File: src/rvIsaPkg.sv
/*
 * RV32I instruction set definitions: opcodes, function codes, ALU
 * operations and the format views of one instruction word
 */
package rvIsaPkg;

   localparam logic [6:0] OP_LUI    = 7'b0110111;
   localparam logic [6:0] OP_AUIPC  = 7'b0010111;
   localparam logic [6:0] OP_JAL    = 7'b1101111;
   localparam logic [6:0] OP_JALR   = 7'b1100111;
   localparam logic [6:0] OP_BRANCH = 7'b1100011;
   localparam logic [6:0] OP_LOAD   = 7'b0000011;
   localparam logic [6:0] OP_STORE  = 7'b0100011;
   localparam logic [6:0] OP_IMM    = 7'b0010011;
   localparam logic [6:0] OP_REG    = 7'b0110011;

   // ALU function codes
   localparam logic [2:0] F3_ADD  = 3'd0;
   localparam logic [2:0] F3_SLL  = 3'd1;
   localparam logic [2:0] F3_SLT  = 3'd2;
   localparam logic [2:0] F3_SLTU = 3'd3;
   localparam logic [2:0] F3_XOR  = 3'd4;
   localparam logic [2:0] F3_SRL  = 3'd5;
   localparam logic [2:0] F3_OR   = 3'd6;
   localparam logic [2:0] F3_AND  = 3'd7;

   // Word access is the only load/store width kept
   localparam logic [2:0] F3_W = 3'd2;

   // Branch conditions
   localparam logic [2:0] F3_BEQ  = 3'd0;
   localparam logic [2:0] F3_BNE  = 3'd1;
   localparam logic [2:0] F3_BLT  = 3'd4;
   localparam logic [2:0] F3_BGE  = 3'd5;
   localparam logic [2:0] F3_BLTU = 3'd6;
   localparam logic [2:0] F3_BGEU = 3'd7;

   // ADDI x0,x0,0
   localparam logic [31:0] NOP_INST = 32'h0000_0013;

   typedef enum logic [3:0] {
      ALU_ADD, ALU_SUB, ALU_SLL, ALU_SLT, ALU_SLTU, ALU_XOR,
      ALU_SRL, ALU_SRA, ALU_OR, ALU_AND, ALU_PASSB
   } aluOpE;

   typedef struct packed {
      logic [6:0] funct7;
      logic [4:0] rs2;
      logic [4:0] rs1;
      logic [2:0] funct3;
      logic [4:0] rd;
      logic [6:0] opcode;
   } rTypeS;

   typedef struct packed {
      logic [11:0] imm;
      logic [4:0]  rs1;
      logic [2:0]  funct3;
      logic [4:0]  rd;
      logic [6:0]  opcode;
   } iTypeS;

   typedef struct packed {
      logic [6:0] immHi;
      logic [4:0] rs2;
      logic [4:0] rs1;
      logic [2:0] funct3;
      logic [4:0] immLo;
      logic [6:0] opcode;
   } sTypeS;

   // Branch offset bits are scattered, bit 0 is implied
   typedef struct packed {
      logic       imm12;
      logic [5:0] immHi;
      logic [4:0] rs2;
      logic [4:0] rs1;
      logic [2:0] funct3;
      logic [3:0] immLo;
      logic       imm11;
      logic [6:0] opcode;
   } bTypeS;

   typedef struct packed {
      logic [19:0] imm;
      logic [4:0]  rd;
      logic [6:0]  opcode;
   } uTypeS;

   typedef struct packed {
      logic       imm20;
      logic [9:0] immLo;
      logic       imm11;
      logic [7:0] immHi;
      logic [4:0] rd;
      logic [6:0] opcode;
   } jTypeS;

   typedef union packed {
      rTypeS rType;
      iTypeS iType;
      sTypeS sType;
      bTypeS bType;
      uTypeS uType;
      jTypeS jType;
   } instU;

endpackage
File: src/coreCfgPkg.sv
/*
 * Core configuration: shared memory geometry, memory request format
 * and the pipeline control and writeback records
 */
package coreCfgPkg;

   localparam int MEM_WORDS = 1024;
   localparam int ADDR_W    = 10;

   // Operand A sources
   localparam logic [1:0] A_REG  = 2'd0;
   localparam logic [1:0] A_PC   = 2'd1;
   localparam logic [1:0] A_ZERO = 2'd2;

   // Writeback sources
   localparam logic [1:0] WB_ALU = 2'd0;
   localparam logic [1:0] WB_MEM = 2'd1;
   localparam logic [1:0] WB_PC4 = 2'd2;

   typedef struct packed {
      logic              req;
      logic              we;
      logic [ADDR_W-1:0] addr;
      logic [31:0]       wdata;
   } memReqS;

   typedef struct packed {
      rvIsaPkg::aluOpE aluOp;
      logic            useImm;
      logic [1:0]      aSel;
      logic            regWrite;
      logic [1:0]      wbSel;
      logic            isBranch;
      logic            isJal;
      logic            isJalr;
      logic            isLoad;
      logic            isStore;
   } ctrlS;

   typedef struct packed {
      logic        valid;
      logic        regWrite;
      logic [4:0]  rd;
      logic [1:0]  wbSel;
      logic [31:0] aluResult;
      logic [31:0] linkPc;
   } wbRegS;

endpackage

File: src/fetchUnit.sv
/*
 * Fetch stage: PC sequencing and instruction requests to the shared memory
 */
`timescale 1ns/100ps

module fetchUnit import rvIsaPkg::*, coreCfgPkg::*; (
   input  logic        clk,
   input  logic        rst,
   input  logic        run,
   input  logic        redirect,
   input  logic [31:0] redirectPc,
   input  logic        fetchGnt,
   input  logic [31:0] rdata,
   output memReqS      fetchReq,
   output logic        instValid,
   output instU        inst,
   output logic [31:0] instPc
);

   logic [31:0] pc;
   logic        inFlight;
   logic [31:0] inFlightPc;

   always_comb
   begin
      fetchReq.req   = run;
      fetchReq.we    = 1'b0;
      fetchReq.addr  = pc[ADDR_W+1:2];
      fetchReq.wdata = 32'd0;
   end

   always_ff @(posedge clk)
   begin
      if (rst)
      begin
         pc <= 32'd0;
         inFlight <= 1'b0;
      end
      else if (redirect)
      begin
         // Word fetched this cycle is on the wrong path
         pc <= redirectPc;
         inFlight <= 1'b0;
      end
      else if (!run && inFlight)
      begin
         // Word arrives while stopped, so fetch it again later
         pc <= inFlightPc;
         inFlight <= 1'b0;
      end
      else
      begin
         if (fetchGnt)
            pc <= pc + 32'd4;
         inFlight <= fetchGnt;
      end
   end

   always_ff @(posedge clk)
   begin
      if (fetchGnt)
         inFlightPc <= pc;
   end

   assign instValid = inFlight && run;
   assign inst      = rdata;
   assign instPc    = inFlightPc;

endmodule

File: config.mk
export PLATFORM = sky130hd
export DESIGN_NAME = fetchUnit
export DESIGN_NICKNAME = d
export VERILOG_FILES = /design/src/rvIsaPkg.sv /design/src/coreCfgPkg.sv /design/src/fetchUnit.sv
export SDC_FILE = /design/constraint.sdc
export NUM_CORES = 1
export LEC_CHECK = 0
export BUFFER_PORTS_ARGS = -buffer_cell sky130_fd_sc_hd__buf_2
export CORE_UTILIZATION = 45
export CTS_CLUSTER_SIZE = 25
export DETAILED_ROUTE_END_ITERATION = 10
export GPL_TIMING_DRIVEN = 0
export PLACE_DENSITY = 0.73
export SETUP_SLACK_MARGIN = 0.02
export SLEW_MARGIN = 20
export SYNTH_ARGS = -nofsm -noshare
export SYNTH_HDL_FRONTEND = slang
export SYNTH_SLANG_ARGS = --single-unit
File: constraint.sdc
create_clock -name clk -period 3.4 [get_ports clk]
set_input_delay 0.34 -clock clk [delete_from_list [all_inputs] [get_ports clk]]
set_output_delay 0.34 -clock clk [all_outputs]
set_load 0.05 [all_outputs]
==> results.toml, run 1 <==
[global_route]
overflow = 0
grt_pass1_vias = 3205
antenna_found_initial = 0
grt_pass1_wl_mm = 16.9
grt_util_all_layers_pct = 25.3
grt_max_degree = 35

[timing]
period_share_pct = 73.3
drv_slew = 0
fin_skew_ns = 0.00899
rsz0062_at_grt = "no"
finalHoldViolCount = 0
relSlewSlack_pct = 44.6
setup_viol = 0
min_period_ns = 2.49
tns_ns = 0
worstMarginPinSlew_ns = 0.831
fmax_ghz = 0.401

[synthesis]
ys_seq_elements = 65
syn_inst = 433
ys_async_sr_fraction_pct = 0
syn_area_um2 = 3910
synth_top_cell_by_area = "edfxtp_1"
ys_seq_area_share_pct = 41.4
synth_area_leaders = "edfxtp_1 25%, dfxtp_1 17%, buf_4 15%"
yosys_warnings = 0
yosys.area.top_type_share_pct = 24.6
synth_edf_count = 32
synth_cell_types = 55
synth.most_common_cell = "buf_4"
yosys_most_used_dff = "dfxtp_1"
post_synth.cell_area_avg_um2 = 9.04
synthTopCellsByCount = "77 x buf_4, 34 x nand2_1, 33 x dfxtp_1"

[clock_network]
clock-sinks = 65
path_clk_slew_ns = 0.08
clk_latency_ns = 0.35
cts_hold_buf = 0
postCtsSetupRepairBufs = 0
h-tree-depth = 3
cts_resized = 0
cts_tree = "built"
numCtsBuffers = 9
clockBufferDepth = 2
cts_root_buf = "clkbuf_8"

[critical_path]
reg2reg_from = "pc[2]"
worstSetupStartpointType = "primary input"
startpoint = "fetchGnt"
crit_path_end_kind = "flip-flop"
slowest_delay_ns = 0.63
crit_type = "in -> reg"
worstPathCellList = "buf_2 > inv_1 > clkbuf_1 > nand3_1 > clkbuf_1 > o2111ai_1 > a21oi_1 > nor2_1"
critPathSlowestCell = "buf_2"
crit_arrival_ns = 2.74
cpMostUsedCell = "clkbuf_1"
crit_path_max_fanout = 34
critPathRequiredTime_ns = 3.65
reg2regPathDepth = 7

[route]
via_per_inst = 5.41
first_pass_iters = 5
drtIter0Drc = 282
wirelength_mm = 11.3
wl_per_cell_um = 16.2
ant_nets = 0
drc = 0
via_count = 3772

[floorplanning]
chipHeight_um = 95.2
start_util_pct = 47.1
fp-row-count = 33
fp.dieW_um = 95.2
dieArea_um2 = 9070
ios = 178
core_area_um2 = 8300

[cells_and_area]
fill_cells = 746
diodes = 0
nNetsFinal = 657
fin_area_um2 = 4960
drive_above_1_share_pct = 36.3
area_growth_pct = 26.8

[min_path]
min_path_type = "in -> reg"
worstHoldPathCells = 3
hold_start = "redirectPc[2]"

[power_and_ir_drop]
total_power_mw = 2.34
power_density_nw_per_um2 = 471
ir_worst_vdd_mv = 0.289
leakagePower_nw = 2.19

[run]
drv_cap = 0

[status]
status = "completed"

[placement]
gp_congestion = 0.921
numPortBuffers = 111
hpwl_mm = 8.08
placed_area_um2 = 4720
-- sequential cells by signal, indices dropped and copies added, names as in the netlist --
name and flops:
instPc 32, inFlight 1, pc 32
-- cell families after synthesis --
family | Yosys count | synth area share (%)
simple gates | 128 | 16.9
compound gates | 109 | 18.5
mux | 10 | 2.62
xor+xnor | 10 | 2.24
buf+inv | 109 | 17.9
other cells | 1 | 0.0958
fa+ha+maj | 1 | 0.320
flops | 65 | 41.4
-- layout by cell type, fill, tap and decap left out, types with 13 or more instances in the layout --
| cell | count |
|---|---|
| nand3_1 | 13 |
| buf_4 | 77 |
| dfxtp_1 | 33 |
| nand2_1 | 34 |
| buf_2 | 113 |
| edfxtp_1 | 32 |
| nor3_1 | 15 |
| conb_1 | 33 |
| o21ai_0 | 22 |
| a21oi_1 | 29 |
| nor2_1 | 25 |
| clkbuf_1 | 18 |
-- power breakdown --
group / internal (mW) / leakage (nW) / switching, mW
Combinational: 0.175 / 1.47 / 0.423
Clock: 0.486 / 0.115 / 0.316
Sequential: 0.881 / 0.600 / 0.0579
-- worst paths after layout --
check                                  to  slack [ns]
worst max-delay path               pc[14]        0.91
worst max register to register     pc[26]        1.15
worst min-delay path                pc[2]        0.22
worst min register to register  instPc[0]        0.43
-- layer usage --
metal  global-route usage, %  vias up  wire (um)
met5                       0        -          0
met4                    9.60        0        255
li1                        -     1798          -
met1                    34.6     1740       4890
met2                    40.4      210       5220
met3                    3.51       24        949
-- critical path: cells and delay by family --
| kind | cells | cell delay [ns] |
|---|---|---|
| simple gates | 2 | 0.43 |
| buf+inv | 4 | 1.56 |
| compound gates | 2 | 0.39 |
-- final cells by class --
class / count / area [um^2] / area share [%]
Timing Repair Buffer: 111 / 556 / 11.2
Sequential cell: 65 / 1620 / 32.7
Tap cell: 105 / 131 / 2.65
Buffer: 100 / 667 / 13.4
Inverter: 9 / 33.8 / 0.681
Multi-Input combinational cell: 291 / 1710 / 34.5
Clock inverter: 7 / 119 / 2.40
Clock buffer: 9 / 124 / 2.50
-- through the flow --
stage / hold WS (ns) / std cells / util (%) / setup WS [ns]
final: 0.220 / 697 / 59.8 / 0.909
after floorplan: 0.408 / 465 / - / 1.42
after global routing: 0.234 / 697 / 59.8 / 0.777
after global placement: 0.411 / 681 / 56.9 / 0.586
after detailed placement: 0.427 / 681 / 56.9 / 0.619
after CTS: 0.217 / 697 / 59.8 / 0.966
(Power assumes the default switching activity.)
==> inputs of run 2 (changes only) <==
--- a/config.mk
+++ b/config.mk
@@ -5,12 +5,13 @@
 export SDC_FILE = /design/constraint.sdc
 export NUM_CORES = 1
 export LEC_CHECK = 0
+export ABC_AREA = 1
 export BUFFER_PORTS_ARGS = -buffer_cell sky130_fd_sc_hd__buf_2
 export CORE_UTILIZATION = 45
 export CTS_CLUSTER_SIZE = 25
 export DETAILED_ROUTE_END_ITERATION = 10
 export GPL_TIMING_DRIVEN = 0
-export PLACE_DENSITY = 0.73
+export PLACE_DENSITY = 0.72
 export SETUP_SLACK_MARGIN = 0.02
 export SLEW_MARGIN = 20
 export SYNTH_ARGS = -nofsm -noshare
==> constraint.sdc (replaced) <==
create_clock -name clk -period 2.55 [get_ports clk]
set_input_delay 0.255 -clock clk [delete_from_list [all_inputs] [get_ports clk]]
set_output_delay 0.255 -clock clk [all_outputs]
set_load 0.05 [all_outputs]
==> results.toml, run 2 <==
[status]
status = "completed"

[clock_network]
clockBufferDepth = 2
cts_resized = 0
cts_root_buf = "clkbuf_8"
cts_hold_buf = 0
clk_latency_ns = 0.35
postCtsSetupRepairBufs = 0
numCtsBuffers = 9
h-tree-depth = 3
cts_tree = "built"
clock-sinks = 65
path_clk_slew_ns = 0.07

[timing]
fin_ws_ns = 0.738
finalHoldViolCount = 0
rsz0062_at_grt = "no"
fin_skew_ns = 0.0135
setup_viol = 0
tns_ns = 0
period_share_pct = 71.0
worstMarginPinSlew_ns = 0.885
relSlewSlack_pct = 41.0
fin_hold_ws_ns = 0.213
fmax_ghz = 0.552
drv_slew = 0
min_period_ns = 1.81

[floorplanning]
fp-row-count = 35
start_util_pct = 46.6
dieArea_um2 = 9950
core_area_um2 = 9240
ios = 178
chipHeight_um = 99.8
fp.dieW_um = 99.8

[critical_path]
crit_path_max_fanout = 6
worstReg2RegEnd = "pc[30]"
crit_type = "reg -> reg"
critPathRequiredTime_ns = 2.82
reg2reg_from = "pc[3]"
crit_arrival_ns = 2.08
reg2regPathDepth = 11
startpoint = "pc[3]"
crit_end = "pc[30]"
r2r_slack_ns = 0.74
crit_path_end_kind = "flip-flop"
worstSetupStartpointType = "flip-flop"

[route]
via_per_inst = 4.67
ant_nets = 0
drtIter0Drc = 248
wirelength_mm = 11.4
via_count = 4169
first_pass_iters = 5
wl_per_cell_um = 12.8
drc = 0

[placement]
hpwl_mm = 8.63
gp_congestion = 0.979
placed_cells = 876
numPortBuffers = 111
placed_area_um2 = 5140
dp_slack_ns = 0.686

[synthesis]
ys_async_sr_fraction_pct = 0
ys_seq_area_share_pct = 37.7
synthTopCellsByCount = "173 x nand2_1, 90 x nor2_1, 77 x buf_4"
synth.most_common_cell = "nand2_1"
synth_edf_count = 32
ys_seq_elements = 65
synth_area_leaders = "edfxtp_1 22%, dfxtp_1 15%, nand2_1 15%"
synth_top_cell_by_area = "edfxtp_1"
synth_cell_types = 32
syn_inst = 604
yosys_warnings = 0
post_synth.cell_area_avg_um2 = 7.12
syn_area_um2 = 4300
yosys_most_used_dff = "dfxtp_1"
yosys.area.top_type_share_pct = 22.3

[min_path]
hold_start = "redirectPc[0]"
min_path_type = "in -> reg"

[power_and_ir_drop]
total_power_mw = 2.96
ir_worst_vdd_mv = 0.278
power_density_nw_per_um2 = 556
leakagePower_nw = 2.52

[cells_and_area]
final_cell_count_no_fill = 892
post-route-util_pct = 57.7
diodes = 0
area_growth_pct = 23.9
final_common_cell = "nand2_1"
nNetsFinal = 828
drive_above_1_share_pct = 32.5
fill_cells = 924
fin_area_um2 = 5330
final_cell_mix = "173 x nand2_1, 119 x buf_2, 90 x nor2_1"

[global_route]
grt_pass1_vias = 3670
antenna_found_initial = 0
grt_util_all_layers_pct = 23.3
overflow = 0
grt_pass1_wl_mm = 17.9
grt_max_degree = 36

[run]
drv_cap = 0
## run 2: worst max-delay path: stages, from the launching register on
cell and delay, ns:
dfxtp_1 0.48, ha_1 0.28, nand2_2 0.09, nor2_4 0.14, nand2_4 0.12, nor2_2 0.17, nand2_1 0.08, nand2_1 0.07
nand3_1 0.07, nand2_1 0.07, nand2_1 0.04, a21oi_1 0.12
## run 2: routing by layer
metal  global-route usage (%)  vias up  share of wire [%]
met1                     30.2     1851                 44
met4                     9.50        0                1.9
li1                         -     2124                  -
met5                        0        -                  0
met3                     3.97       21                7.3
met2                     38.6      173                 47
## run 2: where the power goes
group / leakage (nW) / total (mW) / switching, mW / internal, mW
Clock: 0.0978 / 0.867 / 0.394 / 0.473
Combinational: 1.82 / 0.833 / 0.591 / 0.242
Sequential: 0.600 / 1.26 / 0.0831 / 1.18
## run 2: worst min-delay path by stage
stage	slack (ns)	to	cells past startpoint
after floorplan	0.37	instPc[0]	0
after global placement	0.41	instPc[0]	0
after detailed placement	0.42	instPc[0]	0
after CTS	0.20	pc[3]	3
after global routing	0.20	pc[3]	3
final	0.21	pc[0]	5
## run 2: kinds of logic after synthesis
group                      count (synthesis)  synth area share (%)
and+or+nand+nor                          341                  34.0
AOI/OAI and AO/OA                         61                  8.35
DFF                                       65                  37.7
xor gates and xnor gates                   6                  1.22
buffers and inverters                    129                  18.4
adders and majority gates                  1                 0.291
other                                      1                0.0872
## run 2: cell type report
class                           count  area (um^2)  share of cell area (%)
Buffer                             97          671                    12.6
Timing Repair Buffer              111          556                    10.4
Multi-Input combinational cell    442         2010                    37.7
Clock buffer                       12          145                    2.72
Clock inverter                      4         43.8                   0.822
Inverter                           32          120                    2.25
Tap cell                          129          161                    3.03
Sequential cell                    65         1620                    30.4
