### config.mk
export PLATFORM = sky130hd
export DESIGN_NAME = execUnit
export DESIGN_NICKNAME = d
export VERILOG_FILES = /design/src/rvIsaPkg.sv /design/src/coreCfgPkg.sv /design/src/execUnit.sv /design/src/alu.sv /design/src/decoder.sv /design/src/regFile.sv
export SDC_FILE = /design/constraint.sdc
export NUM_CORES = 2
export LEC_CHECK = 0
export BUFFER_PORTS_ARGS = -buffer_cell sky130_fd_sc_hd__clkbuf_2
export CAP_MARGIN = 20
export CELL_PAD_IN_SITES_DETAIL_PLACEMENT = 1
export CELL_PAD_IN_SITES_GLOBAL_PLACEMENT = 2
export CORE_MARGIN = 2
export CORE_UTILIZATION = 44
export CTS_BUF_LIST = sky130_fd_sc_hd__clkbuf_8
export DETAILED_ROUTE_END_ITERATION = 16
export PLACE_DENSITY = 0.85
export RECOVER_POWER = 100
export SYNTH_ARGS = -nofsm -noshare
export SYNTH_HDL_FRONTEND = slang
export SYNTH_SLANG_ARGS = --single-unit
### constraint.sdc
create_clock -name clk -period 14.1 [get_ports clk]
set_clock_uncertainty 0.2 [all_clocks]
set_input_delay 2.82 -clock clk [delete_from_list [all_inputs] [get_ports clk]]
set_output_delay 2.82 -clock clk [all_outputs]
set_load 0.05 [all_outputs]
### src/rvIsaPkg.sv
/*
 * RV32I instruction set definitions: opcodes, function codes, ALU
 * operations and the format views of one instruction word
 */
package rvIsaPkg;

   localparam logic [6:0] OP_LUI    = 7'b0110111;
   localparam logic [6:0] OP_AUIPC  = 7'b0010111;
   localparam logic [6:0] OP_JAL    = 7'b1101111;
   localparam logic [6:0] OP_JALR   = 7'b1100111;
   localparam logic [6:0] OP_BRANCH = 7'b1100011;
   localparam logic [6:0] OP_LOAD   = 7'b0000011;
   localparam logic [6:0] OP_STORE  = 7'b0100011;
   localparam logic [6:0] OP_IMM    = 7'b0010011;
   localparam logic [6:0] OP_REG    = 7'b0110011;

   // ALU function codes
   localparam logic [2:0] F3_ADD  = 3'd0;
   localparam logic [2:0] F3_SLL  = 3'd1;
   localparam logic [2:0] F3_SLT  = 3'd2;
   localparam logic [2:0] F3_SLTU = 3'd3;
   localparam logic [2:0] F3_XOR  = 3'd4;
   localparam logic [2:0] F3_SRL  = 3'd5;
   localparam logic [2:0] F3_OR   = 3'd6;
   localparam logic [2:0] F3_AND  = 3'd7;

   // Word access is the only load/store width kept
   localparam logic [2:0] F3_W = 3'd2;

   // Branch conditions
   localparam logic [2:0] F3_BEQ  = 3'd0;
   localparam logic [2:0] F3_BNE  = 3'd1;
   localparam logic [2:0] F3_BLT  = 3'd4;
   localparam logic [2:0] F3_BGE  = 3'd5;
   localparam logic [2:0] F3_BLTU = 3'd6;
   localparam logic [2:0] F3_BGEU = 3'd7;

   // ADDI x0,x0,0
   localparam logic [31:0] NOP_INST = 32'h0000_0013;

   typedef enum logic [3:0] {
      ALU_ADD, ALU_SUB, ALU_SLL, ALU_SLT, ALU_SLTU, ALU_XOR,
      ALU_SRL, ALU_SRA, ALU_OR, ALU_AND, ALU_PASSB
   } aluOpE;

   typedef struct packed {
      logic [6:0] funct7;
      logic [4:0] rs2;
      logic [4:0] rs1;
      logic [2:0] funct3;
      logic [4:0] rd;
      logic [6:0] opcode;
   } rTypeS;

   typedef struct packed {
      logic [11:0] imm;
      logic [4:0]  rs1;
      logic [2:0]  funct3;
      logic [4:0]  rd;
      logic [6:0]  opcode;
   } iTypeS;

   typedef struct packed {
      logic [6:0] immHi;
      logic [4:0] rs2;
      logic [4:0] rs1;
      logic [2:0] funct3;
      logic [4:0] immLo;
      logic [6:0] opcode;
   } sTypeS;

   // Branch offset bits are scattered, bit 0 is implied
   typedef struct packed {
      logic       imm12;
      logic [5:0] immHi;
      logic [4:0] rs2;
      logic [4:0] rs1;
      logic [2:0] funct3;
      logic [3:0] immLo;
      logic       imm11;
      logic [6:0] opcode;
   } bTypeS;

   typedef struct packed {
      logic [19:0] imm;
      logic [4:0]  rd;
      logic [6:0]  opcode;
   } uTypeS;

   typedef struct packed {
      logic       imm20;
      logic [9:0] immLo;
      logic       imm11;
      logic [7:0] immHi;
      logic [4:0] rd;
      logic [6:0] opcode;
   } jTypeS;

   typedef union packed {
      rTypeS rType;
      iTypeS iType;
      sTypeS sType;
      bTypeS bType;
      uTypeS uType;
      jTypeS jType;
   } instU;

endpackage
### src/coreCfgPkg.sv
/*
 * Core configuration: shared memory geometry, memory request format
 * and the pipeline control and writeback records
 */
package coreCfgPkg;

   localparam int MEM_WORDS = 1024;
   localparam int ADDR_W    = 10;

   // Operand A sources
   localparam logic [1:0] A_REG  = 2'd0;
   localparam logic [1:0] A_PC   = 2'd1;
   localparam logic [1:0] A_ZERO = 2'd2;

   // Writeback sources
   localparam logic [1:0] WB_ALU = 2'd0;
   localparam logic [1:0] WB_MEM = 2'd1;
   localparam logic [1:0] WB_PC4 = 2'd2;

   typedef struct packed {
      logic              req;
      logic              we;
      logic [ADDR_W-1:0] addr;
      logic [31:0]       wdata;
   } memReqS;

   typedef struct packed {
      rvIsaPkg::aluOpE aluOp;
      logic            useImm;
      logic [1:0]      aSel;
      logic            regWrite;
      logic [1:0]      wbSel;
      logic            isBranch;
      logic            isJal;
      logic            isJalr;
      logic            isLoad;
      logic            isStore;
   } ctrlS;

   typedef struct packed {
      logic        valid;
      logic        regWrite;
      logic [4:0]  rd;
      logic [1:0]  wbSel;
      logic [31:0] aluResult;
      logic [31:0] linkPc;
   } wbRegS;

endpackage

### src/execUnit.sv
/*
 * Execute and writeback stages: operand forwarding, branch resolution,
 * load/store requests and register file update
 */
`timescale 1ns/100ps

module execUnit import rvIsaPkg::*, coreCfgPkg::*; (
   input  logic        clk,
   input  logic        rst,
   input  logic        instValid,
   input  instU        inst,
   input  logic [31:0] instPc,
   input  logic        dataGnt,
   input  logic [31:0] rdata,
   output memReqS      dataReq,
   output logic        redirect,
   output logic [31:0] redirectPc
);

   instU        exInst;
   ctrlS        ctrl;
   logic [31:0] imm;
   logic [4:0]  rs1;
   logic [4:0]  rs2;
   logic [31:0] rf1;
   logic [31:0] rf2;
   logic [31:0] rs1Val;
   logic [31:0] rs2Val;
   logic [31:0] opA;
   logic [31:0] opB;
   logic [31:0] aluResult;
   logic        branchTaken;
   wbRegS       wbReg;
   logic [31:0] wbValue;
   logic        wbWrite;

   // Bubble in the slot when fetch delivered nothing
   assign exInst = instValid ? inst : instU'(NOP_INST);
   assign rs1    = exInst.rType.rs1;
   assign rs2    = exInst.rType.rs2;

   decoder i_decoder (
      .inst (exInst),
      .ctrl (ctrl),
      .imm  (imm)
   );

   regFile i_regFile (
      .clk (clk),
      .we  (wbWrite),
      .wa  (wbReg.rd),
      .ra1 (rs1),
      .ra2 (rs2),
      .wd  (wbValue),
      .rd1 (rf1),
      .rd2 (rf2)
   );

   // Forward the writeback value, load data included
   assign rs1Val = (wbWrite && wbReg.rd != 5'd0 && wbReg.rd == rs1) ? wbValue : rf1;
   assign rs2Val = (wbWrite && wbReg.rd != 5'd0 && wbReg.rd == rs2) ? wbValue : rf2;

   always_comb
   begin
      case (ctrl.aSel)
         A_PC:    opA = instPc;
         A_ZERO:  opA = 32'd0;
         default: opA = rs1Val;
      endcase
   end

   assign opB = ctrl.useImm ? imm : rs2Val;

   alu i_alu (
      .a           (opA),
      .b           (opB),
      .aluOp       (ctrl.aluOp),
      .funct3      (exInst.bType.funct3),
      .result      (aluResult),
      .branchTaken (branchTaken)
   );

   assign redirect   = ctrl.isJal || ctrl.isJalr || (ctrl.isBranch && branchTaken);
   assign redirectPc = ctrl.isJalr ? {aluResult[31:1], 1'b0} : instPc + imm;

   always_comb
   begin
      dataReq.req   = ctrl.isLoad || ctrl.isStore;
      dataReq.we    = ctrl.isStore;
      dataReq.addr  = aluResult[ADDR_W+1:2];
      dataReq.wdata = rs2Val;
   end

   always_ff @(posedge clk)
   begin
      if (rst)
      begin
         wbReg.valid <= 1'b0;
         wbReg.regWrite <= 1'b0;
      end
      else
      begin
         wbReg.valid <= instValid;
         // A load only returns data if the port was granted
         wbReg.regWrite <= ctrl.regWrite && (!ctrl.isLoad || dataGnt);
      end
      wbReg.rd <= exInst.rType.rd;
      wbReg.wbSel <= ctrl.wbSel;
      wbReg.aluResult <= aluResult;
      wbReg.linkPc <= instPc + 32'd4;
   end

   always_comb
   begin
      case (wbReg.wbSel)
         WB_MEM:  wbValue = rdata;
         WB_PC4:  wbValue = wbReg.linkPc;
         default: wbValue = wbReg.aluResult;
      endcase
   end

   assign wbWrite = wbReg.valid && wbReg.regWrite;

endmodule

### src/alu.sv
/*
 * Integer ALU with the branch comparator
 */
`timescale 1ns/100ps

module alu import rvIsaPkg::*; (
   input  logic [31:0] a,
   input  logic [31:0] b,
   input  aluOpE       aluOp,
   input  logic [2:0]  funct3,
   output logic [31:0] result,
   output logic        branchTaken
);

   always_comb
   begin
      case (aluOp)
         ALU_ADD:   result = a + b;
         ALU_SUB:   result = a - b;
         ALU_SLL:   result = a << b[4:0];
         ALU_SLT:   result = {31'd0, $signed(a) < $signed(b)};
         ALU_SLTU:  result = {31'd0, a < b};
         ALU_XOR:   result = a ^ b;
         ALU_SRL:   result = a >> b[4:0];
         ALU_SRA:   result = $unsigned($signed(a) >>> b[4:0]);
         ALU_OR:    result = a | b;
         ALU_AND:   result = a & b;
         ALU_PASSB: result = b;
         default:   result = 32'd0;
      endcase
   end

   // Only meaningful for branch opcodes
   always_comb
   begin
      case (funct3)
         F3_BEQ:  branchTaken = (a == b);
         F3_BNE:  branchTaken = (a != b);
         F3_BLT:  branchTaken = ($signed(a) < $signed(b));
         F3_BGE:  branchTaken = ($signed(a) >= $signed(b));
         F3_BLTU: branchTaken = (a < b);
         F3_BGEU: branchTaken = (a >= b);
         default: branchTaken = 1'b0;
      endcase
   end

endmodule

### src/decoder.sv
/*
 * Instruction decoder: builds the control record and the sign-extended
 * immediate from the format view picked by the opcode
 */
`timescale 1ns/100ps

module decoder import rvIsaPkg::*, coreCfgPkg::*; (
   input  instU        inst,
   output ctrlS        ctrl,
   output logic [31:0] imm
);

   function automatic aluOpE aluFromFunct(input logic [2:0] f3, input logic alt,
                                          input logic isReg);
      aluOpE op;
      case (f3)
         F3_ADD:  op = (isReg && alt) ? ALU_SUB : ALU_ADD;
         F3_SLL:  op = ALU_SLL;
         F3_SLT:  op = ALU_SLT;
         F3_SLTU: op = ALU_SLTU;
         F3_XOR:  op = ALU_XOR;
         F3_SRL:  op = alt ? ALU_SRA : ALU_SRL;
         F3_OR:   op = ALU_OR;
         F3_AND:  op = ALU_AND;
         default: op = ALU_ADD;
      endcase
      return op;
   endfunction

   logic [6:0] opcode;
   logic [2:0] funct3;
   logic       alt;

   assign opcode = inst.rType.opcode;
   assign funct3 = inst.rType.funct3;
   assign alt    = inst.rType.funct7[5];

   always_comb
   begin
      // Anything not matched below stays a NOP
      ctrl = '{aluOp: ALU_ADD, aSel: A_REG, wbSel: WB_ALU, default: 1'b0};
      imm  = 32'd0;
      case (opcode)
         OP_LUI:
         begin
            imm = {inst.uType.imm, 12'd0};
            ctrl.aluOp = ALU_PASSB;
            ctrl.aSel = A_ZERO;
            ctrl.useImm = 1'b1;
            ctrl.regWrite = 1'b1;
         end
         OP_AUIPC:
         begin
            imm = {inst.uType.imm, 12'd0};
            ctrl.aSel = A_PC;
            ctrl.useImm = 1'b1;
            ctrl.regWrite = 1'b1;
         end
         OP_JAL:
         begin
            imm = {{11{inst.jType.imm20}}, inst.jType.imm20, inst.jType.immHi,
                   inst.jType.imm11, inst.jType.immLo, 1'b0};
            ctrl.isJal = 1'b1;
            ctrl.regWrite = 1'b1;
            ctrl.wbSel = WB_PC4;
         end
         OP_JALR:
         begin
            imm = {{20{inst.iType.imm[11]}}, inst.iType.imm};
            ctrl.isJalr = 1'b1;
            ctrl.useImm = 1'b1;
            ctrl.regWrite = 1'b1;
            ctrl.wbSel = WB_PC4;
         end
         OP_BRANCH:
         begin
            imm = {{19{inst.bType.imm12}}, inst.bType.imm12, inst.bType.imm11,
                   inst.bType.immHi, inst.bType.immLo, 1'b0};
            ctrl.aluOp = ALU_SUB;
            ctrl.isBranch = 1'b1;
         end
         OP_LOAD:
         begin
            imm = {{20{inst.iType.imm[11]}}, inst.iType.imm};
            ctrl.useImm = 1'b1;
            ctrl.isLoad = (funct3 == F3_W);
            ctrl.regWrite = (funct3 == F3_W);
            ctrl.wbSel = WB_MEM;
         end
         OP_STORE:
         begin
            imm = {{20{inst.sType.immHi[6]}}, inst.sType.immHi, inst.sType.immLo};
            ctrl.useImm = 1'b1;
            ctrl.isStore = (funct3 == F3_W);
         end
         OP_IMM:
         begin
            imm = {{20{inst.iType.imm[11]}}, inst.iType.imm};
            ctrl.aluOp = aluFromFunct(funct3, alt, 1'b0);
            ctrl.useImm = 1'b1;
            ctrl.regWrite = 1'b1;
         end
         OP_REG:
         begin
            ctrl.aluOp = aluFromFunct(funct3, alt, 1'b1);
            ctrl.regWrite = 1'b1;
         end
         default:
         begin
            ctrl.regWrite = 1'b0;
         end
      endcase
   end

endmodule

### src/regFile.sv
/*
 * Integer register file, 32 x 32 bits, two read ports and one write port
 */
`timescale 1ns/100ps

module regFile (
   input  logic        clk,
   input  logic        we,
   input  logic [4:0]  wa,
   input  logic [4:0]  ra1,
   input  logic [4:0]  ra2,
   input  logic [31:0] wd,
   output logic [31:0] rd1,
   output logic [31:0] rd2
);

   logic [31:0] regs [32];

   always_ff @(posedge clk)
   begin
      if (we && wa != 5'd0)
         regs[wa] <= wd;
   end

   // x0 reads as zero whatever the array holds
   assign rd1 = (ra1 == 5'd0) ? 32'd0 : regs[ra1];
   assign rd2 = (ra2 == 5'd0) ? 32'd0 : regs[ra2];

endmodule

==> key figures <==
Outcome
  • Status: finished with violations
  • Failing checks: max-capacitance violations, max-slew violations

Synth
  • Top cells by area, synth: edfxtp_1 47%, mux2i_1 7.3%, mux2_2 2.9%, a21oi_1 2.8%, ha_1 2.6%
  • Synth top area share: 0.474
  • Syn avg cell area: roughly 11 sq um
  • Cell taking the most area after synthesis: edfxtp_1
  • Number of flops mapped to enable cells by yosys: around 1000
  • FF+latch count, synth: approximately 1100
  • Register area share after synthesis: 0.497
  • Most common flop cell mapped by yosys: edfxtp_1
  • Synth cell types: between 90 and 100
  • Cells after synthesis: 5940
  • Syn. warnings: 0
  • Synthesized area: about 65000 sq um
  • Synth async-reset ratio: 0

Placement
  • Hpwl dp: approximately 220000 microns
  • I/O Buffers: ~180
  • Placer Congestion: between 1 and 1.5

Worst setup path
  • R2R Path End: wbReg[43]
  • Crit path kind: primary input to primary output
  • Worst r2r src: wbReg[64]
  • Crit path max fanout: 39
  • Setup crit end kind: primary output
  • WP data arrival: about 11000 ps
  • Required @ worst endpoint: 11080 ps
  • Reg2reg path depth: 20
  • R2R setup slack: a little under 6000 ps
  • Worst setup SP type: primary input

Die
  • Initial core utilization: 0.444
  • Core Area: between 100000 and 150000 sq um
  • Row count: 140
  • Ports: roughly 180
  • Die area: around 150000 sq um
  • Die Y: between 300 and 400 microns
  • Die width: just under 400 microns

GRT
  • First-pass GRT wire length: between 400000 and 500000 microns
  • Total gr overflow: 0
  • Largest net degree at the start of global routing: 135
  • Vias in the first global route: around 58000
  • Antenna violations before repair: 14
  • Global Route Usage Sum: 0.423

CTS
  • CTS H-tree depth: 4
  • Post-CTS setup repair buffer count: 0
  • Worst-path clk slew: about 60 ps
  • TritonCTS clock tree: done
  • Clk buf depth: 3
  • TritonCTS buffer count: 190
  • Hold buffer count at CTS: 0
  • Post_cts resized: 0
  • Clk_lat worst skew: roughly 990 ps
  • Root buf cell: clkbuf_8
  • CTS Sinks: roughly 1100

Finish
  • Area Overhead vs Synth: 11.1%
  • Most common cell after layout, fill and taps aside: edfxtp_1
  • Most frequent cells in the layout: 1024 x edfxtp_1, 474 x mux2i_1, 426 x nand2_1
  • Layout cell share with drive strength beyond 1: 0.144
  • Fin nets: approximately 6400

Timing
  • Final critical-path share of the clock period: 1.00
  • Final-report hold violation count: 0
  • Fin crit period: approximately 14000 ps
  • Total Negative Setup Slacks: 0 ps
  • Max-slew violation total from the final report: 1436
  • Final Hold Slack: a little over 800 ps
  • # setup viols final: 0
  • Unrepaired setup endpoints after global routing: false
  • Worst slew margin: -2.01
  • Max Fclk: 71.0 MHz
  • Least-Margin Pin Slew: ~4500 ps

Detailed routing
  • Number of DRC markers in iteration 0: between 7000 and 8000
  • Pre-Repair DR Iteration Count: 8
  • Routed length per instance: between 30 and 40 microns
  • # DRC: 0
  • Post-DRT Antenna Nets: 0
  • Vias per cell: roughly 7.1
  • WL final: 328000 microns
  • Via count: just under 60000

Hold path
  • Hold Path Cell Cnt: 4
  • Min-Delay Endpoint: i_regFile.regs[22][19]
  • Hold Crit Class: register to register
  • Hold_sp: wbReg[19]

Power
  • Pleak: between 20 and 30 nW
  • Pwr dens: roughly 120 nW/um^2
  • Peak supply drop: ~0.11 mV

Flow run
  • Max-Cap Viols: 48
[kinds of logic after synthesis]
kind of cell | count (synthesis) | synth area share
flip-flops | 1097 | 0.497
adder cells (fa/ha/maj) | 138 | 0.0270
AND/OR/NAND/NOR | 1388 | 0.103
buffers and inverters | 658 | 0.0440
multiplexers | 707 | 0.125
other | 1 | 0.0000578
AO/OA/AOI/OAI | 1889 | 0.196
XOR/XNOR | 62 | 0.00837
[registers in the layout, summed over array words and instances (netlist names)]
register / count
i_regFile.regs: 1024
wbReg: 73
[synthesized netlist by cell type (all sizes together) (34+ instances only)]
cell / count
a211o: 42
a211oi: 171
a21o: 34
a21oi: 369
a221oi: 75
a22oi: 68
a31oi: 101
and2: 36
buf: 247
clkbuf: 246
dfxtp: 73
edfxtp: 1024
ha: 135
inv: 160
mux2: 165
mux2i: 474
mux4: 68
nand2: 434
nand2b: 65
nand3: 88
nand4: 35
nor2: 325
nor2b: 110
nor3: 134
o211ai: 55
o21ai: 325
o21bai: 78
o221ai: 100
o22ai: 219
xnor2: 42
[power breakdown]
part           switching [mW]  leakage, nW  total, mW  internal [mW]
combinational            1.65         13.8       2.18          0.534
clock                    1.46         1.96       2.81           1.35
sequential             0.0279         9.89       3.92           3.89
total                    3.13         25.6       8.91           5.77
[worst max-delay path by stage]
stage          startpoint             end  slack [ps]  cells after the start
6_report        instValid     dataReq[36]           6                     16
3_5_place_dp    instValid  redirectPc[29]         990                     26
3_3_place_gp    instValid  redirectPc[29]        1020                     26
5_1_grt         instValid     dataReq[36]         180                     16
4_1_cts         instValid  redirectPc[29]         950                     26
2_1_floorplan    inst[20]  redirectPc[29]        1170                     30
[stage by stage]
step           cells  power, mW  worst slack [ps]  cell area (sq um)  utilization
5_1_grt         8204       9.11               183              72100        0.493
4_1_cts         8197       8.84               946              72600        0.497
6_report        8211       8.91              6.19              72100        0.493
3_5_place_dp    7852       6.08               986              69100        0.473
2_1_floorplan   5971       5.13              1170              65000            -
3_3_place_gp    7850       6.05              1020              69000        0.473
[final cells by class]
type	count	area, sq um
fillers	15800	74000
multi-input cells	4216	30300
clock buffers	192	2640
flip-flops and latches	1097	32200
clock inverters	153	855
well taps	1917	2400
diodes	8	20.0
repair buffers	463	3090
inverters	165	624
[layer usage]
layer | global-route usage | part of all wire | vias to the layer above
li1 | - | - | 23500
met1 | 0.543 | 0.38 | 29500
met2 | 0.638 | 0.43 | 4171
met3 | 0.112 | 0.12 | 1092
met4 | 0.261 | 0.072 | 14
met5 | 0 | 0.00059 | -
[worst max-delay path: stages]
cell and delay, ps:
clkbuf_8 390, clkbuf_1 230, inv_1 440, buf_4 420
buf_4 260, o32a_1 370, o21ai_0 130, a2bb2oi_1 800
o21ba_1 330, clkbuf_1 1520, nand2_1 700, nor2_1 1050
a21oi_1 320, o21ai_0 220, clkbuf_1 450, clkbuf_1 520
Power figures use the tool's default switching activity.
