`config.mk`:
```
export PLATFORM = sky130hd
export DESIGN_NAME = memArbiter
export DESIGN_NICKNAME = d
export VERILOG_FILES = /design/src/rvIsaPkg.sv /design/src/coreCfgPkg.sv /design/src/memArbiter.sv
export SDC_FILE = /design/constraint.sdc
export NUM_CORES = 1
export LEC_CHECK = 0
export BUFFER_PORTS_ARGS = -buffer_cell sky130_fd_sc_hd__clkbuf_2
export CAP_MARGIN = 25
export CELL_PAD_IN_SITES_DETAIL_PLACEMENT = 0
export CELL_PAD_IN_SITES_GLOBAL_PLACEMENT = 2
export CORE_UTILIZATION = 10
export DETAILED_ROUTE_END_ITERATION = 12
export GPL_TIMING_DRIVEN = 0
export PLACE_DENSITY = 0.87
export SYNTH_ARGS = -nofsm -noshare
export SYNTH_HDL_FRONTEND = slang
export SYNTH_SLANG_ARGS = --single-unit
```
`constraint.sdc`:
```
create_clock -name vclk -period 1.2
set_clock_uncertainty 0.2 [all_clocks]
set_input_delay 0.24 -clock vclk [all_inputs]
set_output_delay 0.24 -clock vclk [all_outputs]
set_load 0.02 [all_outputs]
```
`src/rvIsaPkg.sv`:
```
/*
 * RV32I instruction set definitions: opcodes, function codes, ALU
 * operations and the format views of one instruction word
 */
package rvIsaPkg;

   localparam logic [6:0] OP_LUI    = 7'b0110111;
   localparam logic [6:0] OP_AUIPC  = 7'b0010111;
   localparam logic [6:0] OP_JAL    = 7'b1101111;
   localparam logic [6:0] OP_JALR   = 7'b1100111;
   localparam logic [6:0] OP_BRANCH = 7'b1100011;
   localparam logic [6:0] OP_LOAD   = 7'b0000011;
   localparam logic [6:0] OP_STORE  = 7'b0100011;
   localparam logic [6:0] OP_IMM    = 7'b0010011;
   localparam logic [6:0] OP_REG    = 7'b0110011;

   // ALU function codes
   localparam logic [2:0] F3_ADD  = 3'd0;
   localparam logic [2:0] F3_SLL  = 3'd1;
   localparam logic [2:0] F3_SLT  = 3'd2;
   localparam logic [2:0] F3_SLTU = 3'd3;
   localparam logic [2:0] F3_XOR  = 3'd4;
   localparam logic [2:0] F3_SRL  = 3'd5;
   localparam logic [2:0] F3_OR   = 3'd6;
   localparam logic [2:0] F3_AND  = 3'd7;

   // Word access is the only load/store width kept
   localparam logic [2:0] F3_W = 3'd2;

   // Branch conditions
   localparam logic [2:0] F3_BEQ  = 3'd0;
   localparam logic [2:0] F3_BNE  = 3'd1;
   localparam logic [2:0] F3_BLT  = 3'd4;
   localparam logic [2:0] F3_BGE  = 3'd5;
   localparam logic [2:0] F3_BLTU = 3'd6;
   localparam logic [2:0] F3_BGEU = 3'd7;

   // ADDI x0,x0,0
   localparam logic [31:0] NOP_INST = 32'h0000_0013;

   typedef enum logic [3:0] {
      ALU_ADD, ALU_SUB, ALU_SLL, ALU_SLT, ALU_SLTU, ALU_XOR,
      ALU_SRL, ALU_SRA, ALU_OR, ALU_AND, ALU_PASSB
   } aluOpE;

   typedef struct packed {
      logic [6:0] funct7;
      logic [4:0] rs2;
      logic [4:0] rs1;
      logic [2:0] funct3;
      logic [4:0] rd;
      logic [6:0] opcode;
   } rTypeS;

   typedef struct packed {
      logic [11:0] imm;
      logic [4:0]  rs1;
      logic [2:0]  funct3;
      logic [4:0]  rd;
      logic [6:0]  opcode;
   } iTypeS;

   typedef struct packed {
      logic [6:0] immHi;
      logic [4:0] rs2;
      logic [4:0] rs1;
      logic [2:0] funct3;
      logic [4:0] immLo;
      logic [6:0] opcode;
   } sTypeS;

   // Branch offset bits are scattered, bit 0 is implied
   typedef struct packed {
      logic       imm12;
      logic [5:0] immHi;
      logic [4:0] rs2;
      logic [4:0] rs1;
      logic [2:0] funct3;
      logic [3:0] immLo;
      logic       imm11;
      logic [6:0] opcode;
   } bTypeS;

   typedef struct packed {
      logic [19:0] imm;
      logic [4:0]  rd;
      logic [6:0]  opcode;
   } uTypeS;

   typedef struct packed {
      logic       imm20;
      logic [9:0] immLo;
      logic       imm11;
      logic [7:0] immHi;
      logic [4:0] rd;
      logic [6:0] opcode;
   } jTypeS;

   typedef union packed {
      rTypeS rType;
      iTypeS iType;
      sTypeS sType;
      bTypeS bType;
      uTypeS uType;
      jTypeS jType;
   } instU;

endpackage
```
`src/coreCfgPkg.sv`:
```
/*
 * Core configuration: shared memory geometry, memory request format
 * and the pipeline control and writeback records
 */
package coreCfgPkg;

   localparam int MEM_WORDS = 1024;
   localparam int ADDR_W    = 10;

   // Operand A sources
   localparam logic [1:0] A_REG  = 2'd0;
   localparam logic [1:0] A_PC   = 2'd1;
   localparam logic [1:0] A_ZERO = 2'd2;

   // Writeback sources
   localparam logic [1:0] WB_ALU = 2'd0;
   localparam logic [1:0] WB_MEM = 2'd1;
   localparam logic [1:0] WB_PC4 = 2'd2;

   typedef struct packed {
      logic              req;
      logic              we;
      logic [ADDR_W-1:0] addr;
      logic [31:0]       wdata;
   } memReqS;

   typedef struct packed {
      rvIsaPkg::aluOpE aluOp;
      logic            useImm;
      logic [1:0]      aSel;
      logic            regWrite;
      logic [1:0]      wbSel;
      logic            isBranch;
      logic            isJal;
      logic            isJalr;
      logic            isLoad;
      logic            isStore;
   } ctrlS;

   typedef struct packed {
      logic        valid;
      logic        regWrite;
      logic [4:0]  rd;
      logic [1:0]  wbSel;
      logic [31:0] aluResult;
      logic [31:0] linkPc;
   } wbRegS;

endpackage

```
`src/memArbiter.sv`:
```
/*
 * Fixed-priority arbiter for the shared memory port.
 * Loader first, then data, then fetch
 */
`timescale 1ns/100ps

module memArbiter import coreCfgPkg::*; (
   input  memReqS extReq,
   input  memReqS dataReq,
   input  memReqS fetchReq,
   output logic   extGnt,
   output logic   dataGnt,
   output logic   fetchGnt,
   output memReqS memReq
);

   assign extGnt   = extReq.req;
   assign dataGnt  = dataReq.req && !extReq.req;
   assign fetchGnt = fetchReq.req && !extReq.req && !dataReq.req;

   always_comb
   begin
      if (extGnt)
         memReq = extReq;
      else if (dataGnt)
         memReq = dataReq;
      else if (fetchGnt)
         memReq = fetchReq;
      else
      begin
         // Idle port
         memReq = fetchReq;
         memReq.req = 1'b0;
         memReq.we = 1'b0;
      end
   end

endmodule

```
==> impl_metrics.tcl, run 1 <==
set metrics [dict create \
    dpl.hpwl_um 4370 \
    first_pass_iters 2 \
    rsz0062_at_grt "true" \
    critPathLaunch "dataReq[43]" \
    crit_fanout 8 \
    ir_worst_vdd_uv 213 \
    hp-class "in -> out" \
    ioPinCount 179 \
    antenna_found_initial 0 \
    cp_data_required_time_ps 760 \
    grt_max_degree 11 \
    rows 35 \
    p_total_mw 1.52 \
    drive_gt1_frac 0.856 \
    routed_wl_um 6120 \
    tns_ps -8040 \
    synth_area_per_cell_um2 6.38 \
    min_period_over_period 1.22 \
    holdWs_ps 506 \
    drtAntennaViolNets 0 \
    min_from "extReq[43]" \
    final_hold_viol_count 0 \
    synth.cell_area_um2 951 \
    drt-initial-drc-count 12 \
    viasPerCell 4.00 \
    violations "negative setup slack" \
    seq_cell_count 0 \
    synth_top_area_frac 0.442 \
    grt_pass1_wl_um 8400 \
    drv_slew 0 \
    syn_to_final_growth_pct 255 \
    die_w_um 99.5 \
    core_mm2 0.00924 \
    p_leak_nw 1.60 \
    final_cell_count_no_fill 469 \
    dp_cells 455 \
    place_congestion 0.730 \
    max_cap_violations 0 \
    synth_cell_type_count 13 \
    setup_viol 46 \
    outcome "finished, violations left" \
    placed_area_mm2 0.00234 \
    tightestPinTransition_ps 236 \
    synth_top_area_cell "mux2i_1" \
    die_area_mm2 0.00990 \
    yosys_warnings 0 \
    dp_slack_ps -288 \
    die_h_um 99.5 \
    end_kind "output port" \
    avgRoutedWirePerCell_um 13.0 \
    final_core_util 0.365 \
    antennaDiodeCount 0 \
    num_vias 1878 \
    cp-start-kind "input pin" \
    fillers 926 \
    cp.arrival_ps 1020 \
    crit_type "in -> out" \
    grt_pass1_vias 1799 \
    postLayoutCellArea_mm2 0.00338 \
    synth_nets 281 \
    min_path_cells 2 \
    fin_ws_ps -259 \
    seq_area_um2 0 \
    synthCells 149 \
    drc 0 \
    io_buffers 177 \
    power.density_mw_per_mm2 450 \
    grt_use_total 0.103 \
    fmax_ghz 0.685 \
    finish.net_count 474 \
    yosysSeqAreaShare 0 \
    period_minus_slack_ps 1460 \
    max-slew-margin-rel 0.842 \
    synth.area.top_cells "mux2i_1 44%, o21ai_1 22%, nand2_1 17%" \
    start_util 0.103 \
    clockBufferCount 0 \
    grt.overflow.total 0 \
]
final cells by class:
class | count | area, um2 | share of cell area
timing repair buffer | 191 | 1470 | 0.435
multi-input combinational | 133 | 1460 | 0.432
tap | 129 | 161 | 0.0478
buffer | 16 | 288 | 0.0852
power by group:
| group | switching, mW | internal [mW] | total [mW] |
|---|---|---|---|
| clock | 0 | 0 | 0 |
| sequential | 0 | 0 | 0 |
| combinational | 0.675 | 0.843 | 1.52 |
| total | 0.675 | 0.843 | 1.52 |
critical path: stages:
cell       delay [ps]
buf_16            140
clkbuf_16         170
mux2i_4           180
o21ai_2           140
buf_6             140
routing by layer:
metal / part of all wire / routed length [um] / GRT usage
met5: 0 / 0 / 0
met4: 0 / 0 / 0.00113
met3: 0.061 / 373 / 0.0112
met2: 0.55 / 3350 / 0.208
met1: 0.39 / 2390 / 0.122
synth_stat cells (all sizes together):
cell / count
a21oi: 2
buf: 12
clkbuf: 4
mux2i: 42
nand2: 42
nand3b: 1
nor2b: 2
nor3b: 1
o21ai: 42
or3: 1
path summary, 6_finish.rpt:
| path | end | slack [ps] |
|---|---|---|
| hold / removal | extGnt | 510 |
| setup / recovery | memReq[32] | -260 |
timing repair:
action | 4_1_cts | 5_1_grt
hold buffers | 0 | 0
gates resized for setup | 75 | 139
gates cloned | 3 | 6
endpoints found under the setup margin | 46 | 46
pin swaps | 4 | 5
buffers inserted | 2 | 3
cell usage in the layout, fill, tap and decap left out, types with 5 or more instances in the layout:
cell       instances
mux2i_4           21
buf_6             34
clkbuf_2         135
buf_8             13
mux2i_2           11
o21ai_2           29
nand2_4            5
clkbuf_16          8
mux2i_1           10
o21ai_4           13
buf_4              5
nand2_1           36
cell families (layout without fill, tap and decap cells):
group / count (synthesis) / in the layout / share of synthesized area
AO/OA/AOI/OAI: 44 / 44 / 0.232
AND/OR/NAND/NOR: 47 / 47 / 0.201
multiplexers: 42 / 42 / 0.442
buffers and inverters: 16 / 207 / 0.125
Note: power is estimated with default switching activity, not from simulation.
==> inputs of run 2 (changes only) <==
--- a/config.mk
+++ b/config.mk
@@ -9,6 +9,7 @@
 export CAP_MARGIN = 25
 export CELL_PAD_IN_SITES_DETAIL_PLACEMENT = 0
 export CELL_PAD_IN_SITES_GLOBAL_PLACEMENT = 2
+export CORE_MARGIN = 2
 export CORE_UTILIZATION = 10
 export DETAILED_ROUTE_END_ITERATION = 12
 export GPL_TIMING_DRIVEN = 0
==> run 2 against run 1 <==
  * The run still ends with negative setup slack left
  * Sequential share of layout area unchanged
  * Flip-flop and latch count stayed put
  * Final cell count down 0.85%
  * Non-clock buffer count shrank 4
  * Wire length shrank 6.7%
  * Hold slack worse by 0.54 ps
  * Maximum frequency grew 0.95%
  * Global-route usage fell by 0.42 points
  * Via count down 3.2%
  * Utilization is 3.7 points lower
  * First-iteration DRC count up 50%
  * Critical path depth is the same
  * Critical endpoint is now memReq[42]
==> impl_metrics.tcl, run 2 (same netlist as run 1, synthesis figures left out) <==
set metrics [dict create \
    layout_commonest_cell "clkbuf_2" \
    end_kind "output port" \
    seq_area_um2 0 \
    die_w_um 102 \
    period_minus_slack_ps 1450 \
    setup.worst_path.end "memReq[42]" \
    grt_pass1_wl_um 8410 \
    max_cap_violations 0 \
    viasPerCell 3.91 \
    syn_to_final_growth_pct 219 \
    cp.arrival_ps 1010 \
    min_period_over_period 1.20 \
    max-slew-margin-rel 0.843 \
    highest_layer "met4" \
    clockBufferCount 0 \
    max_stage_delay_ps 200 \
    ir_worst_vdd_uv 208 \
    tns_ps -8160 \
    setup_viol 46 \
    critical-path-top-delay-family "buffers and inverters" \
    power.internal_mw 0.703 \
    crit_type "in -> out" \
    antennaDiodeCount 0 \
    fillers 955 \
    core_mm2 0.00924 \
    place_congestion 0.727 \
    drc 0 \
    first_pass_iters 4 \
    cpMaxStageDelayCell "nand3b_1" \
    cp_data_required_time_ps 760 \
    die_area_mm2 0.0103 \
    io_buffers 177 \
    p_leak_nw 1.47 \
    clkPwrFrac 0 \
    tightestPinTransition_ps 236 \
    start_util 0.103 \
    drtAntennaViolNets 0 \
    rows 35 \
    crit_fanout 5 \
    outcome "finished, violations left" \
    p_switching_mw 0.626 \
    wl_met3_um 394 \
    grt.overflow.total 0 \
    dp_cells 455 \
    final_cell_mix "151 x clkbuf_2, 40 x nand2_1, 30 x o21ai_2, 19 x mux2i_4, 13 x mux2i_1" \
    die_h_um 102 \
    num_vias 1817 \
    routed_wl_um 5710 \
    critPathLaunch "dataReq[43]" \
    violations "negative setup slack" \
    final_cell_count_no_fill 465 \
    cp.buffers_inverters 3 \
    wl_met1_um 2040 \
    grt_use_total 0.0988 \
    grt_pass1_vias 1861 \
    seqPwrFrac 0 \
    hp-class "in -> out" \
    p_total_mw 1.33 \
    drv_slew 0 \
    avgRoutedWirePerCell_um 12.3 \
    dpl.hpwl_um 4430 \
    drt-initial-drc-count 18 \
    final_core_util 0.328 \
    antenna_found_initial 0 \
    finish.net_count 470 \
    met2_length_um 3260 \
    netSwitchingFraction 0.471 \
    cp.depth 5 \
    cp-start-kind "input pin" \
    final_hold_viol_count 0 \
    ioPinCount 179 \
    fmax_ghz 0.692 \
    power.density_mw_per_mm2 438 \
    seq_cell_count 0 \
    rsz0062_at_grt "true" \
    fin_ws_ps -245 \
    combPwrFrac 1.000 \
    drive_gt1_frac 0.833 \
    cp_cell_sequence "buf_16 > buf_12 > nand3b_1 > a21oi_4 > buf_8" \
    grt_max_degree 11 \
]
==> run 2: cell count changes in the layout (fill, tap and decap cells not counted), sizes merged <==
cell and delta:
buf -23, clkbuf +20, bufbuf -1
==> run 2: area by class of cell <==
type               instances  area [um2]  share of cell area
plain buffers             16         262              0.0862
well taps                129         161              0.0532
multi-input cells        133        1390               0.459
repair buffers           187        1220               0.401
==> run 2: power groups by stage <==
stage,clock network (mW),registers (mW),logic [mW]
after floorplan,0,0,0.616
after global placement,0,0,1.00
after detailed placement,0,0,1.01
after CTS,0,0,1.21
after global routing,0,0,1.42
final,0,0,1.33
==> run 2: worst min-delay path by stage <==
| stage | startpoint | end | slack [ps] | depth (start not counted) |
|---|---|---|---|---|
| 2_1_floorplan | extReq[43] | extGnt | 390 | 1 |
| 3_3_place_gp | extReq[43] | extGnt | 510 | 2 |
| 3_5_place_dp | extReq[43] | extGnt | 510 | 2 |
| 4_1_cts | extReq[43] | extGnt | 510 | 2 |
| 5_1_grt | extReq[43] | extGnt | 520 | 2 |
| 6_report | extReq[43] | extGnt | 510 | 2 |
==> run 2: layer usage <==
layer	track usage	vias up
met5	0	-
met4	0.00728	0
met3	0.0138	2
met2	0.202	95
met1	0.110	808
li1	-	912
==> run 2: metrics by stage <==
step                area [um2]  hold slack (ps)  setup WS (ps)
floorplan                 1290              393           -134
global placement          2340              507           -298
detailed placement        2340              505           -299
CTS                       2780              507           -264
global route              3030              516           -284
finish                    3030              506           -245
==> run 2: what timing repair did <==
item	CTS	global route
setup buffers	4	1
hold buffers	0	0
gates cloned	3	2
gates resized for setup	67	62
setup endpoints to repair	46	46
pin swaps	4	3
==> inputs of run 3 (changes only) <==
--- a/config.mk
+++ b/config.mk
@@ -13,6 +13,7 @@
 export CORE_UTILIZATION = 10
 export DETAILED_ROUTE_END_ITERATION = 12
 export GPL_TIMING_DRIVEN = 0
+export MAX_ROUTING_LAYER = met4
 export PLACE_DENSITY = 0.87
 export SYNTH_ARGS = -nofsm -noshare
 export SYNTH_HDL_FRONTEND = slang
==> run 3 against run 2 <==
  * The flow still finishes with violations (negative setup slack)
  * Final cell count unchanged
  * Critical path depth stayed put
  * Sequential share of layout area is the same
  * Global-route usage grew 0.30 points
  * Maximum frequency about the same
  * Wire length is 0.26% lower
  * Final area stayed put
  * Count of clock-buffer cells in the layout did not move
  * Die area unchanged
  * Via count stayed put
  * Power is essentially flat
  * Critical path type unchanged
  * Largest cell class unchanged
  * Largest power group unchanged
==> impl_metrics.tcl, run 3 (same netlist as run 1, synthesis figures left out) <==
set metrics [dict create \
    seqPwrFrac 0 \
    fin_ws_ps -245 \
    p_switching_mw 0.626 \
    die_w_um 102 \
    antennaDiodeCount 0 \
    drive_gt1_frac 0.833 \
    final_hold_viol_count 0 \
    dp_slack_ps -299 \
    drc 0 \
    viasPerCell 3.91 \
    cpMaxStageDelayCell "nand3b_1" \
    dpl.hpwl_um 4430 \
    drtAntennaViolNets 0 \
    max-slew-margin-rel 0.843 \
    end_kind "output port" \
    crit_type "in -> out" \
    grt.overflow.total 0 \
    io_buffers 177 \
    final_cell_mix "151 x clkbuf_2, 40 x nand2_1, 30 x o21ai_2, 19 x mux2i_4, 13 x mux2i_1" \
    grt_use_total 0.102 \
    violations "negative setup slack" \
    grt_max_degree 11 \
    routed_wl_um 5700 \
    grt_pass1_wl_um 8400 \
    netSwitchingFraction 0.471 \
    final_core_util 0.328 \
    layout_commonest_cell "clkbuf_2" \
    combPwrFrac 1.000 \
    power.density_mw_per_mm2 438 \
    antenna_found_initial 0 \
    grt_pass1_vias 1863 \
    core_mm2 0.00924 \
    cp_cell_sequence "buf_16 > buf_12 > nand3b_1 > a21oi_4 > buf_8" \
    die_h_um 102 \
    ir_worst_vdd_uv 208 \
    first_pass_iters 4 \
    cp.depth 5 \
    hp-class "in -> out" \
    cp_data_required_time_ps 760 \
    place_congestion 0.736 \
    min_from "extReq[43]" \
    clockBufferCount 0 \
    die_area_mm2 0.0103 \
    setup.worst_path.end "memReq[42]" \
    rows 35 \
    cp.arrival_ps 1010 \
    setup_viol 46 \
    start_util 0.103 \
    dp_cells 455 \
    clkPwrFrac 0 \
    max_cap_violations 0 \
    period_minus_slack_ps 1450 \
    drv_slew 0 \
    multi_input_area_mm2 0.00139 \
    max_stage_delay_ps 200 \
    critPathLaunch "dataReq[43]" \
    crit_fanout 5 \
    outcome "finished, violations left" \
    syn_to_final_growth_pct 219 \
    cts_hold_buffers 0 \
    ioPinCount 179 \
    critical-path-top-delay-family "buffers and inverters" \
    fillers 955 \
    cp.buffers_inverters 3 \
    avgRoutedWirePerCell_um 12.2 \
    fmax_ghz 0.692 \
    power.internal_mw 0.703 \
    finish.net_count 470 \
    min_period_over_period 1.20 \
    rsz0062_at_grt "true" \
    seq_cell_count 0 \
    final_cell_count_no_fill 465 \
    num_vias 1817 \
    p_leak_nw 1.47 \
    tightestPinTransition_ps 236 \
    cp-start-kind "input pin" \
    drt-initial-drc-count 20 \
    seq_area_um2 0 \
]
==> run 3: cell counts in the layout (fill, tap and decap cells not counted) <==
Identical to the previous run, type by type.
==> run 3: cell type report <==
type               count  share of cell area
plain buffers         16              0.0862
multi-input cells    133               0.459
well taps            129              0.0532
repair buffers       187               0.401
==> run 3: power by group through the flow <==
stage                     sequential, mW  clock, mW  combinational [mW]
final                                  0          0                1.33
after global placement                 0          0                1.00
after CTS                              0          0                1.21
after global routing                   0          0                1.42
after floorplan                        0          0               0.616
after detailed placement               0          0                1.01
==> run 3: layer usage <==
| metal | vias to the layer above | global-route usage | wire (um) |
|---|---|---|---|
| met4 | 0 | 0.00728 | 21 |
| met5 | - | - | 0 |
| met2 | 97 | 0.202 | 3260 |
| met1 | 804 | 0.116 | 2090 |
| li1 | 914 | - | - |
| met3 | 2 | 0.00414 | 319 |
==> run 3: worst min-delay path by stage <==
| stage | endpoint | slack (ps) | depth (start not counted) |
|---|---|---|---|
| final | extGnt | 510 | 2 |
| after CTS | extGnt | 510 | 2 |
| after detailed placement | extGnt | 510 | 2 |
| after global routing | extGnt | 520 | 2 |
| after floorplan | extGnt | 390 | 1 |
| after global placement | extGnt | 510 | 2 |
==> run 3: stage by stage <==
step | area (um2) | power (mW) | setup TNS [ps] | hold slack [ps]
2_1_floorplan | 1290 | 0.616 | -2860 | 393
3_3_place_gp | 2340 | 1.00 | -9860 | 507
3_5_place_dp | 2340 | 1.01 | -10070 | 505
4_1_cts | 2780 | 1.21 | -8620 | 507
5_1_grt | 3030 | 1.42 | -9700 | 516
6_report | 3030 | 1.33 | -8140 | 506
==> run 3: repair_timing <==
| action | CTS | global route |
|---|---|---|
| gates cloned | 3 | 2 |
| resized for setup | 67 | 62 |
| setup endpoints to repair | 46 | 46 |
| buffers inserted | 4 | 1 |
| pin swaps | 4 | 3 |
